==> src/source/exec_pkg.sv <==
`default_nettype none

package exec_pkg;

  // Lane opcodes. The 32-bit forms work on the low half of each operand.
  typedef enum logic [3:0] {
    OP_ADD64 = 4'd0,
    OP_ADD32 = 4'd1,
    OP_SUB64 = 4'd2,
    OP_SUB32 = 4'd3,
    OP_AND   = 4'd4,
    OP_OR    = 4'd5,
    OP_XOR   = 4'd6,
    OP_SHL64 = 4'd7,
    OP_SHL32 = 4'd8,
    OP_SHR64 = 4'd9,
    OP_SHR32 = 4'd10,
    OP_SAR64 = 4'd11,
    OP_SAR32 = 4'd12
  } alu_op_e;

  typedef enum logic [2:0] {
    FN_ADD = 3'd0,
    FN_SUB = 3'd1,
    FN_AND = 3'd2,
    FN_OR  = 3'd3,
    FN_XOR = 3'd4
  } arith_fn_e;

  // Where an operand comes from at issue time.
  typedef enum logic [1:0] {
    SRC_REG      = 2'd0,
    SRC_BUS_NOW  = 2'd1,
    SRC_BUS_PREV = 2'd2
  } fwd_src_e;

  localparam int FLAG_W = 4;

  localparam int FLAG_ZERO  = 0;
  localparam int FLAG_SIGN  = 1;
  localparam int FLAG_CARRY = 2;
  localparam int FLAG_OVF   = 3;

endpackage

`default_nettype wire

==> src/source/op_decode.sv <==
`timescale 1ns/1ns
`default_nettype none

module op_decode import exec_pkg::*; (
  input  logic      clk,
  input  logic      rst_n,
  input  logic      flush,
  input  logic      issue_valid,
  input  alu_op_e   issue_op,
  output logic      arith_en,
  output arith_fn_e arith_fn,
  output logic      shift_en,
  output logic      shift_left,
  output logic      shift_arith,
  output logic      word32
);

  logic      issue_q;
  alu_op_e   op_q;

  logic      is_arith;
  logic      is_shift;
  arith_fn_e fn_c;
  logic      left_c;
  logic      arith_c;
  logic      w32_c;

  // Issue sample stage.
  always_ff @(posedge clk) begin
    if (!rst_n) begin
      issue_q <= 1'b0;
    end else begin
      issue_q <= issue_valid & ~flush;
    end
    op_q <= issue_op;
  end

  always_comb begin
    is_arith = 1'b0;
    is_shift = 1'b0;
    fn_c     = FN_ADD;
    left_c   = 1'b0;
    arith_c  = 1'b0;
    w32_c    = 1'b0;
    case (op_q)
      OP_ADD64: is_arith = 1'b1;
      OP_ADD32: begin
        is_arith = 1'b1;
        w32_c    = 1'b1;
      end
      OP_SUB64: begin
        is_arith = 1'b1;
        fn_c     = FN_SUB;
      end
      OP_SUB32: begin
        is_arith = 1'b1;
        fn_c     = FN_SUB;
        w32_c    = 1'b1;
      end
      OP_AND: begin
        is_arith = 1'b1;
        fn_c     = FN_AND;
      end
      OP_OR: begin
        is_arith = 1'b1;
        fn_c     = FN_OR;
      end
      OP_XOR: begin
        is_arith = 1'b1;
        fn_c     = FN_XOR;
      end
      OP_SHL64, OP_SHL32: begin
        is_shift = 1'b1;
        left_c   = 1'b1;
        w32_c    = (op_q == OP_SHL32);
      end
      OP_SHR64, OP_SHR32: begin
        is_shift = 1'b1;
        w32_c    = (op_q == OP_SHR32);
      end
      OP_SAR64, OP_SAR32: begin
        is_shift = 1'b1;
        arith_c  = 1'b1;
        w32_c    = (op_q == OP_SAR32);
      end
      // Unused encodings enable neither unit.
      default: ;
    endcase
  end

  always_ff @(posedge clk) begin
    if (!rst_n) begin
      arith_en <= 1'b0;
      shift_en <= 1'b0;
    end else begin
      arith_en <= issue_q & is_arith & ~flush;
      shift_en <= issue_q & is_shift & ~flush;
    end
    arith_fn    <= fn_c;
    shift_left  <= left_c;
    shift_arith <= arith_c;
    word32      <= w32_c;
  end

endmodule

`default_nettype wire

==> src/source/operand_forward.sv <==
`timescale 1ns/1ns
`default_nettype none

module operand_forward import exec_pkg::*; #(
  parameter int DATA_W = 64,
  parameter int N_SRC  = 4
) (
  input  logic                           clk,
  input  logic                           rst_n,
  input  logic [DATA_W-1:0]              reg_value,
  input  fwd_src_e                       src,
  input  logic [$clog2(N_SRC)-1:0]       bus_idx,
  input  logic [N_SRC-1:0][DATA_W-1:0]   bus,
  output logic [DATA_W-1:0]              operand
);

  logic [N_SRC-1:0][DATA_W-1:0] bus_prev;
  logic [DATA_W-1:0]            pick;
  logic [DATA_W-1:0]            pick_q;

  // Every bus as it stood at the previous edge.
  always_ff @(posedge clk) begin
    bus_prev <= bus;
  end

  always_comb begin
    case (src)
      SRC_BUS_NOW:  pick = bus[bus_idx];
      SRC_BUS_PREV: pick = bus_prev[bus_idx];
      SRC_REG:      pick = reg_value;
      default:      pick = reg_value;
    endcase
  end

  // The second stage lines the operand up with the decoded controls.
  always_ff @(posedge clk) begin
    if (!rst_n) begin
      pick_q  <= '0;
      operand <= '0;
    end else begin
      pick_q  <= pick;
      operand <= pick_q;
    end
  end

endmodule

`default_nettype wire

==> src/source/alu_arith.sv <==
`timescale 1ns/1ns
`default_nettype none

module alu_arith import exec_pkg::*; #(
  parameter int DATA_W = 64
) (
  input  logic              clk,
  input  logic              rst_n,
  input  logic              flush,
  input  logic              en,
  input  arith_fn_e         fn,
  input  logic              word32,
  input  logic [DATA_W-1:0] a,
  input  logic [DATA_W-1:0] b,
  output logic              valid,
  output logic [DATA_W-1:0] result,
  output logic [FLAG_W-1:0] flags
);

  localparam int HALF = DATA_W / 2;

  logic              sub;
  logic [DATA_W-1:0] b_eff;
  logic [DATA_W:0]   sum_full;
  logic [HALF:0]     sum_half;
  logic [DATA_W-1:0] res_c;
  logic [FLAG_W-1:0] flags_c;
  logic              is_sum;
  logic              top_a;
  logic              top_b;
  logic              top_s;

  assign sub   = (fn == FN_SUB);
  assign b_eff = sub ? ~b : b;

  // Subtraction is a + ~b + 1, so carry is the plain carry out.
  assign sum_full = {1'b0, a} + {1'b0, b_eff} + {{DATA_W{1'b0}}, sub};
  assign sum_half = {1'b0, a[HALF-1:0]} + {1'b0, b_eff[HALF-1:0]} + {{HALF{1'b0}}, sub};

  assign is_sum = (fn == FN_ADD) || (fn == FN_SUB);

  always_comb begin
    case (fn)
      FN_AND:  res_c = a & b;
      FN_OR:   res_c = a | b;
      FN_XOR:  res_c = a ^ b;
      default: res_c = sum_full[DATA_W-1:0];
    endcase
    if (word32) begin
      res_c[DATA_W-1:HALF] = '0;
      if (is_sum) begin
        res_c[HALF-1:0] = sum_half[HALF-1:0];
      end
    end
  end

  // Sign bits of the active width for the overflow test.
  assign top_a = word32 ? a[HALF-1] : a[DATA_W-1];
  assign top_b = word32 ? b_eff[HALF-1] : b_eff[DATA_W-1];
  assign top_s = word32 ? res_c[HALF-1] : res_c[DATA_W-1];

  always_comb begin
    flags_c             = '0;
    flags_c[FLAG_ZERO]  = ~|res_c;
    flags_c[FLAG_SIGN]  = top_s;
    if (is_sum) begin
      flags_c[FLAG_CARRY] = word32 ? sum_half[HALF] : sum_full[DATA_W];
      flags_c[FLAG_OVF]   = (top_a == top_b) && (top_s != top_a);
    end
  end

  always_ff @(posedge clk) begin
    if (!rst_n) begin
      valid <= 1'b0;
    end else begin
      valid <= en & ~flush;
    end
    result <= res_c;
    flags  <= flags_c;
  end

endmodule

`default_nettype wire

==> src/source/alu_shift.sv <==
`timescale 1ns/1ns
`default_nettype none

module alu_shift import exec_pkg::*; #(
  parameter int DATA_W = 64
) (
  input  logic              clk,
  input  logic              rst_n,
  input  logic              flush,
  input  logic              en,
  input  logic              shift_left,
  input  logic              shift_arith,
  input  logic              word32,
  input  logic [DATA_W-1:0] a,
  input  logic [DATA_W-1:0] b,
  output logic              valid,
  output logic [DATA_W-1:0] result,
  output logic [FLAG_W-1:0] flags
);

  localparam int HALF = DATA_W / 2;
  localparam int SH_W = $clog2(DATA_W);

  logic [SH_W-1:0]   amt_full;
  logic [SH_W-2:0]   amt_half;
  logic [DATA_W-1:0] full_res;
  logic [HALF-1:0]   half_res;
  logic [DATA_W-1:0] res_c;
  logic [FLAG_W-1:0] flags_c;

  assign amt_full = b[SH_W-1:0];
  assign amt_half = b[SH_W-2:0];

  always_comb begin
    if (shift_left) begin
      full_res = a << amt_full;
      half_res = a[HALF-1:0] << amt_half;
    end else if (shift_arith) begin
      full_res = $signed(a) >>> amt_full;
      half_res = $signed(a[HALF-1:0]) >>> amt_half;
    end else begin
      full_res = a >> amt_full;
      half_res = a[HALF-1:0] >> amt_half;
    end
  end

  assign res_c = word32 ? {{HALF{1'b0}}, half_res} : full_res;

  always_comb begin
    flags_c            = '0;
    flags_c[FLAG_ZERO] = ~|res_c;
    flags_c[FLAG_SIGN] = word32 ? res_c[HALF-1] : res_c[DATA_W-1];
  end

  always_ff @(posedge clk) begin
    if (!rst_n) begin
      valid <= 1'b0;
    end else begin
      valid <= en & ~flush;
    end
    result <= res_c;
    flags  <= flags_c;
  end

endmodule

`default_nettype wire

==> src/source/result_select.sv <==
`timescale 1ns/1ns
`default_nettype none

module result_select import exec_pkg::*; #(
  parameter int DATA_W = 64
) (
  input  logic              clk,
  input  logic              rst_n,
  input  logic              flush,
  input  logic              arith_valid,
  input  logic [DATA_W-1:0] arith_result,
  input  logic [FLAG_W-1:0] arith_flags,
  input  logic              shift_valid,
  input  logic [DATA_W-1:0] shift_result,
  input  logic [FLAG_W-1:0] shift_flags,
  output logic [DATA_W-1:0] result,
  output logic              result_valid,
  output logic [FLAG_W-1:0] result_flags
);

  // Decode enables at most one unit per issue, so the order here is arbitrary.
  always_ff @(posedge clk) begin
    if (!rst_n) begin
      result_valid <= 1'b0;
      result       <= '0;
      result_flags <= '0;
    end else begin
      result_valid <= (arith_valid | shift_valid) & ~flush;
      if (!flush) begin
        if (arith_valid) begin
          result       <= arith_result;
          result_flags <= arith_flags;
        end else if (shift_valid) begin
          result       <= shift_result;
          result_flags <= shift_flags;
        end
      end
    end
  end

endmodule

`default_nettype wire

==> src/source/exec_cluster.sv <==
`timescale 1ns/1ns
`default_nettype none

module exec_cluster import exec_pkg::*; #(
  parameter int DATA_W = 64,
  parameter int N_EXT  = 3
) (
  input  logic                          clk,
  input  logic                          rst_n,
  input  logic                          issue_valid,
  input  alu_op_e                       issue_op,
  input  logic [DATA_W-1:0]             a_value,
  input  logic [DATA_W-1:0]             b_value,
  input  fwd_src_e                      a_src,
  input  fwd_src_e                      b_src,
  input  logic [$clog2(N_EXT+1)-1:0]    a_bus,
  input  logic [$clog2(N_EXT+1)-1:0]    b_bus,
  input  logic [N_EXT-1:0][DATA_W-1:0]  ext_bus,
  input  logic                          except,
  output logic [DATA_W-1:0]             result,
  output logic                          result_valid,
  output logic [FLAG_W-1:0]             result_flags
);

  localparam int N_SRC = N_EXT + 1;

  logic [N_SRC-1:0][DATA_W-1:0] fwd_bus;

  logic              arith_en;
  arith_fn_e         arith_fn;
  logic              shift_en;
  logic              shift_left;
  logic              shift_arith;
  logic              word32;

  logic [DATA_W-1:0] opnd_a;
  logic [DATA_W-1:0] opnd_b;

  logic              arith_valid;
  logic [DATA_W-1:0] arith_result;
  logic [FLAG_W-1:0] arith_flags;
  logic              shift_valid;
  logic [DATA_W-1:0] shift_result;
  logic [FLAG_W-1:0] shift_flags;

  // Bus 0 is this lane's own result.
  assign fwd_bus = {ext_bus, result};

  op_decode op_decode_i (
    .clk         (clk),
    .rst_n       (rst_n),
    .flush       (except),
    .issue_valid (issue_valid),
    .issue_op    (issue_op),
    .arith_en    (arith_en),
    .arith_fn    (arith_fn),
    .shift_en    (shift_en),
    .shift_left  (shift_left),
    .shift_arith (shift_arith),
    .word32      (word32)
  );

  operand_forward #(.DATA_W(DATA_W), .N_SRC(N_SRC)) fwd_a_i (
    .clk       (clk),
    .rst_n     (rst_n),
    .reg_value (a_value),
    .src       (a_src),
    .bus_idx   (a_bus),
    .bus       (fwd_bus),
    .operand   (opnd_a)
  );

  operand_forward #(.DATA_W(DATA_W), .N_SRC(N_SRC)) fwd_b_i (
    .clk       (clk),
    .rst_n     (rst_n),
    .reg_value (b_value),
    .src       (b_src),
    .bus_idx   (b_bus),
    .bus       (fwd_bus),
    .operand   (opnd_b)
  );

  alu_arith #(.DATA_W(DATA_W)) alu_arith_i (
    .clk    (clk),
    .rst_n  (rst_n),
    .flush  (except),
    .en     (arith_en),
    .fn     (arith_fn),
    .word32 (word32),
    .a      (opnd_a),
    .b      (opnd_b),
    .valid  (arith_valid),
    .result (arith_result),
    .flags  (arith_flags)
  );

  alu_shift #(.DATA_W(DATA_W)) alu_shift_i (
    .clk         (clk),
    .rst_n       (rst_n),
    .flush       (except),
    .en          (shift_en),
    .shift_left  (shift_left),
    .shift_arith (shift_arith),
    .word32      (word32),
    .a           (opnd_a),
    .b           (opnd_b),
    .valid       (shift_valid),
    .result      (shift_result),
    .flags       (shift_flags)
  );

  result_select #(.DATA_W(DATA_W)) result_select_i (
    .clk          (clk),
    .rst_n        (rst_n),
    .flush        (except),
    .arith_valid  (arith_valid),
    .arith_result (arith_result),
    .arith_flags  (arith_flags),
    .shift_valid  (shift_valid),
    .shift_result (shift_result),
    .shift_flags  (shift_flags),
    .result       (result),
    .result_valid (result_valid),
    .result_flags (result_flags)
  );

endmodule

`default_nettype wire

==> config.mk <==
export PLATFORM = sky130hd
export DESIGN_NAME = exec_cluster
export DESIGN_NICKNAME = d
export VERILOG_FILES = /design/src/source/exec_pkg.sv /design/src/source/op_decode.sv /design/src/source/operand_forward.sv /design/src/source/alu_arith.sv /design/src/source/alu_shift.sv /design/src/source/result_select.sv /design/src/source/exec_cluster.sv
export SDC_FILE = /design/constraint.sdc
export NUM_CORES = 2
export LEC_CHECK = 0
export ABC_AREA = 1
export BUFFER_PORTS_ARGS = -buffer_cell sky130_fd_sc_hd__clkbuf_2
export CAP_MARGIN = 20
export CORE_ASPECT_RATIO = 1.5
export CORE_MARGIN = 4
export CORE_UTILIZATION = 40
export DETAILED_ROUTE_END_ITERATION = 10
export PLACE_DENSITY = 0.58
export SYNTH_ARGS = -nofsm -noshare
export SYNTH_HDL_FRONTEND = slang
export SYNTH_HIERARCHICAL = 1
export SYNTH_SLANG_ARGS = --single-unit
==> constraint.sdc <==
create_clock -name clk -period 3 [get_ports clk]
set_clock_uncertainty 0.2 [all_clocks]
set_input_delay 0.3 -clock clk [delete_from_list [all_inputs] [get_ports clk]]
set_output_delay 0.3 -clock clk [all_outputs]
set_load 0.05 [all_outputs]
# Word level (Yosys, flattened, before mapping)
# Cells that the tools add are included.
dict set report word_totals {
  regBits 730
  in_bits 336
  output_inout_bits 69
  word_cells 125
}
dict set report op_classes {
  addsub 4
  magnitude_cmp 2
  n_eq_ne 22
  n_shift 6
  muxes 34
  n_bitwise 14
  n_reduce_logical 17
}
# op count
set ops {}
lappend ops {{64-bit 2-to-1 mux} 11}
lappend ops {{64-bit binary-select mux with 2-bit select} 4}
lappend ops {{64-bit one-hot mux with 2 select lines} 2}
lappend ops {{64-bit one-hot mux with 3 select lines} 1}
lappend ops {{64-bit OR reduction} 2}
lappend ops {{32-bit 2-to-1 mux} 3}
lappend ops {{64-bit by 64-bit adder with 65-bit output} 1}
lappend ops {{65-bit by 1-bit adder with 65-bit output} 1}
lappend ops {{64-bit AND} 1}
lappend ops {{64-bit NOT} 1}
lappend ops {{64-bit bitwise OR} 1}
lappend ops {{64-bit by 6-bit left shift with 64-bit output} 1}
lappend ops {{64-bit by 6-bit >> shifter with 64-bit output} 1}
lappend ops {{64-bit by 6-bit >>> shifter with 64-bit output} 1}
lappend ops {{64-bit bitwise XOR} 1}
lappend ops {{32-bit by 32-bit adder with 33-bit output} 1}
lappend ops {{33-bit by 1-bit adder with 33-bit output} 1}
lappend ops {{32-bit by 5-bit left shift with 32-bit output} 1}
lappend ops {{32-bit by 5-bit >> shifter with 32-bit output} 1}
lappend ops {{32-bit by 5-bit >>> shifter with 32-bit output} 1}
lappend ops {{4-bit == test, second input constant} 5}
lappend ops {{4-bit by 3-bit == test with 1-bit output, second input constant} 4}
lappend ops {{3-bit one-hot mux with 4 select lines} 1}
lappend ops {{2-bit OR reduction} 5}
lappend ops {{other kinds (25)} 47}

# Depth between registers and ports, before layout
dict set report logic_depth {
  ltp_word 10
  depth_mapped 26
  ltp_nobuf 26
}

# Modules after synthesis
# The synthesis kept the hierarchy.
# mod n_inst cells_per_inst area_each_um2
set modules_own_cells {}
lappend modules_own_cells {operand_forward 2 2182 15238.4}
lappend modules_own_cells {alu_arith 1 2033 11867.6}
lappend modules_own_cells {alu_shift 1 2278 11163.2}
lappend modules_own_cells {result_select 1 655 3812.4}
lappend modules_own_cells {op_decode 1 47 420.4}

# Worst setup path before layout
# No wires, ideal clock.
dict set report synth_path {
  path_type {register to register}
  start {reg op_decode_i.arith_fn[1]}
  end {reg alu_arith_i.flags[0]}
  arrival_time_ns 3.058
  required_ns 2.738
  path_slack_ns -0.320
  path_stages_with_launch 23
  n_path_buf 1
  synth_period_minus_slack_ns 3.320
  path_cell_list {dfxtp_1 > nor2_4 > nand2_1 > clkbuf_1 > xor2_1 > ha_1 > nand2_1 > inv_1 > a21oi_1 > inv_1 > a21oi_1 > o21ai_0 > nand2_1 > nand3_1 > nand2_1 > nand3_1 > nand2_1 > nand2_1 > inv_1 > nand3_1 > nor2_1 > nand3_1 > nor2_2}
}
dict set report synth_via {
  elab_chain_len 9
  word_cells_on_any_way 16
}
# element line
set synth_rtl {}
lappend synth_rtl {{from (decl)} op_decode.sv:11} ;# output arith_fn_e arith_fn,
lappend synth_rtl {{from (signal assigned)} op_decode.sv:99} ;# arith_fn <= fn_c;
lappend synth_rtl {{3-bit by 1-bit == test with 1-bit output} {alu_arith.sv:33, alu_arith.sv:40}}
lappend synth_rtl {{64-bit 2-to-1 mux} alu_arith.sv:34} ;# assign b_eff = sub ? ~b : b;
lappend synth_rtl {{64-bit by 64-bit adder with 65-bit output} alu_arith.sv:37} ;# assign sum_full = {1'b0, a} + {1'b0, b_eff} + {{DATA_W{1'b0}}, sub};
lappend synth_rtl {{65-bit by 1-bit adder with 65-bit output} alu_arith.sv:37}
lappend synth_rtl {{64-bit one-hot mux with 3 select lines} alu_arith.sv:43} ;# case (fn)
lappend synth_rtl {{32-bit 2-to-1 mux} alu_arith.sv:51} ;# if (is_sum) begin
lappend synth_rtl {{64-bit 2-to-1 mux (*)} alu_arith.sv:49} ;# if (word32) begin
lappend synth_rtl {{64-bit OR reduction (*)} alu_arith.sv:64} ;# flags_c[FLAG_ZERO] = ~|res_c;
lappend synth_rtl {{1-bit zero test (*)} alu_arith.sv:64}
lappend synth_rtl {{named net alu_arith_i.flags_c[0]} alu_arith.sv:27} ;# logic [FLAG_W-1:0] flags_c;
lappend synth_rtl {{to (signal assigned)} alu_arith.sv:79} ;# flags <= flags_c;
lappend synth_rtl {{to (decl)} alu_arith.sv:17} ;# output logic [FLAG_W-1:0] flags
# The timed path passes the listed nets; every way through them passes the cells marked *.
# A chain may end at the register's enable or synchronous reset.

# Worst setup path in the final report
# Same ends and word-level chain as after synthesis.

==> impl_results.md <==
* Status: finished with violations
* Failing checks: setup timing
* Final Power at 39,350 uW
* Crit path max fanout at 6
* Via count of the first global-routing pass at 66,373
* Clock slew at reported path FFs at 0.07 ns
* Top achievable clock speed at 261.4 MHz
* Startpoint Class: flop
* TritonCTS clock tree: done
* Crit path arrival time at 4.31 ns
* Yosys warnings at 6
* Boundary Pins at 405
* Cell Area, Synth at 0.05774 sq mm
* Worst vdd ir at 0.5553 mV
* PortBufs at 404
* Hpwl dp at 232,700 um
* Setup violations, final at 49
* Slew Viols, Final at 0
* RSZ-0062 raised after global routing: yes
* Grt total ovfl at 0
* Top FF cell, synth: dfxtp_1
* Area after DPL at 0.07001 sq mm
* Post-route worst setup slack at -0.8258 ns
* Slew of the pin with the lowest slew margin at 1.105 ns
* Post-layout net count at 11,749
* Worst Path Required at 3.48 ns
* H-tree Lvls at 3
* Die width at 318.2 um
* Yosys top cell area share at 34.19%
* CP startpoint: op_decode_i/arith_fn[1]
* Reg-to-Reg Start: op_decode_i/arith_fn[1]
* Number of fill cells in the layout at 13,877
* Critical Path End: alu_arith_i/flags[0]
* Syn_area_per_cell at 6.158 sq um
* Worst-case clock buffer depth at 3
* Area contributors post-synth: dfxtp_1, nand2_1, nand3_1
* Worst hold stages at 2
* Drt drc at 0
* Min Tclk post-route at 3.826 ns
* FP Rows at 170
* Initial antenna violation count at 21
* Final instance area at 0.08339 sq mm
* Via Count at 68,967
* Number of placed cells counting well taps at 12,481
* Worst-skew pair later-pin latency at 0.76 ns
* CTS root buffer: clkbuf_16
* Vias per cell at 5.222
* Worst-case reg-to-reg path depth at 22
* Pin count of the biggest net entering global routing at 138
* Post-route ant nets at 0
* Clock sink count at 986
* Die height at 473.3 um
* CP Class: reg2reg
* Leak Pwr at 0.04400 uW
* Die ar. at 0.1506 sq mm
* Post-Syn Instances at 9,377
* EDFF count, synth at 0
* Gr usage total at 38.93%
* R2r setup slk at -0.83 ns
* Max-Cap Viols at 0
* Worst hold path type: in2reg
* Starting density of the core at 40.28%
* WL/cell at 23.19 um
* CP Capture Type: flop
* #FFs+latches synth at 986
* Endpoints failing hold at 0
* Area Growth Syn to Fin at 44.42%
* Yosys top cell by area: dfxtp_1
* Core footprint at 0.1434 sq mm
* Routed WL at 306,200 um
* First-pass GRT wire length at 437,200 um
* Power Density at 471.9 mW/mm^2
* Async SR Flop Fraction at 0%
* Number of iterations in the first detailed-routing pass at 6
* RR Endpoint: alu_arith_i/flags[0]
* FF/Latch Area at 0.01976 sq mm
* Commonest non-fill, non-tap cell in the layout: nand2_1
* Final Wtd Congestion at 1.055
* Cell Count, Final, Fillers Out at 13,207
* Share of layout cells above drive strength 1 at 25.76%
* Unique masters post-synth at 51
* Num CTS Buffers at 98
* Final period utilization at 127.5%
* Multi-input gate area at 0.03388 sq mm
* Headroom to the max-slew limit at 25.91%
* Fin util at 58.17%
* Most frequent cells in the layout: nand2_1, nand3_1, inv_1
* DRT iter0 DRCs at 6,297
* Seq/Total Area, Yosys at 34.19%
## flip-flops by register name (all words and copies together), names as in the netlist, 2 cells and up
| register | flops |
|---|---|
| fwd_a_i/operand | 64 |
| result_select_i/result_flags | 4 |
| fwd_a_i/bus_prev | 256 |
| result_select_i/result | 64 |
| alu_shift_i/flags | 2 |
| op_decode_i/arith_fn | 3 |
| op_decode_i/op_q | 4 |
| alu_arith_i/result | 64 |
| fwd_a_i/pick_q | 64 |
| fwd_b_i/bus_prev | 256 |
| fwd_b_i/pick_q | 64 |
| alu_shift_i/result | 64 |
| alu_arith_i/flags | 4 |
| fwd_b_i/operand | 64 |
## report_power, final
part           internal, uW  total (uW)  switching [uW]  leakage, uW
Combinational          4670       11700            7010       0.0341
Sequential            14000       14500             497      0.00818
Clock                  7470       13200            5710      0.00168
## through the flow
stage / hold slack [ns] / setup TNS, ns / worst slack, ns
finish: 0.04219 / -15.67 / -0.8258
floorplan: 0.1277 / 0 / 0.01760
global route: 0.02742 / -21.84 / -0.9627
global placement: 0.1924 / -26.78 / -1.564
detailed placement: 0.1984 / -27.84 / -1.535
CTS: 0.0003170 / -13.53 / -0.8341
## per-layer routing
layer / GRT usage, % / wire length (um)
met3: 5.270 / 22460
met1: 46.43 / 116400
met4: 26.49 / 26030
met2: 65.15 / 141300
met5: 0 / 0
## how the worst min path moves through the flow
stage,slack (ns),start,to
final,0.04,ext_bus[81],fwd_b_i/bus_prev[145]
after global routing,0.03,ext_bus[47],fwd_b_i/bus_prev[111]
after CTS,0.0003,ext_bus[18],fwd_a_i/bus_prev[82]
after detailed placement,0.20,fwd_a_i/pick_q[8],fwd_a_i/operand[8]
after global placement,0.19,op_decode_i/arith_en,alu_arith_i/valid
after floorplan,0.13,ext_bus[36],fwd_a_i/bus_prev[100]
## timing repair
item                                    in CTS  in global routing
hold endpoints to repair                   565                  0
endpoints found under the setup margin      67                 81
hold buffers                               404                  0
resized for setup                          589                622
gates cloned                                10                  2
pin swaps                                  105                197
buffers inserted                            49                 74
## area by class of cell
class | count | area share (%)
clock inverters | 49 | 0.8087
well taps | 1892 | 2.839
diodes | 22 | 0.06602
multi-input cells | 6441 | 40.62
repair buffers | 2227 | 22.01
inverters | 1457 | 6.647
flip-flops and latches | 986 | 23.70
clock buffers | 133 | 3.304
## kinds of logic after synthesis
logic type | share of synthesized area [%]
simple gates | 41.42
buf+inv | 14.33
flops | 34.19
compound gates | 4.696
fa+ha+maj | 4.390
xor+xnor | 0.9708
other cells | 0.006495
## worst max-delay path, cell delays in order, from the launching register on
cell and delay (ns):
dfxtp_2 0.33, nor2_4 0.17, nand2_8 0.14, buf_16 0.17, xor2_1 0.14, ha_1 0.35
buf_4 0.13, nand2_2 0.11, nor2_4 0.15, buf_4 0.13, nand2_1 0.09, nor2_2 0.16
nand2_1 0.10, buf_4 0.14, nand4_1 0.08, nand3_1 0.13, nand2_1 0.10, nand3_1 0.11
nor2_4 0.18, nand4_1 0.30, nor2_1 0.18, nand3_1 0.11, nor2_2 0.09
## Yosys cell counts (36+ instances only)
cell type	instances
buf_2	192
buf_1	53
nand3_1	1749
nand2_1	3125
nor2_1	681
a21oi_1	188
ha_1	201
buf_6	76
inv_1	1431
buf_4	36
clkbuf_1	137
dfxtp_1	986
o21ai_0	182
nand4_1	44
xor2_1	64
No activity file was read; power rests on OpenSTA's default activity.
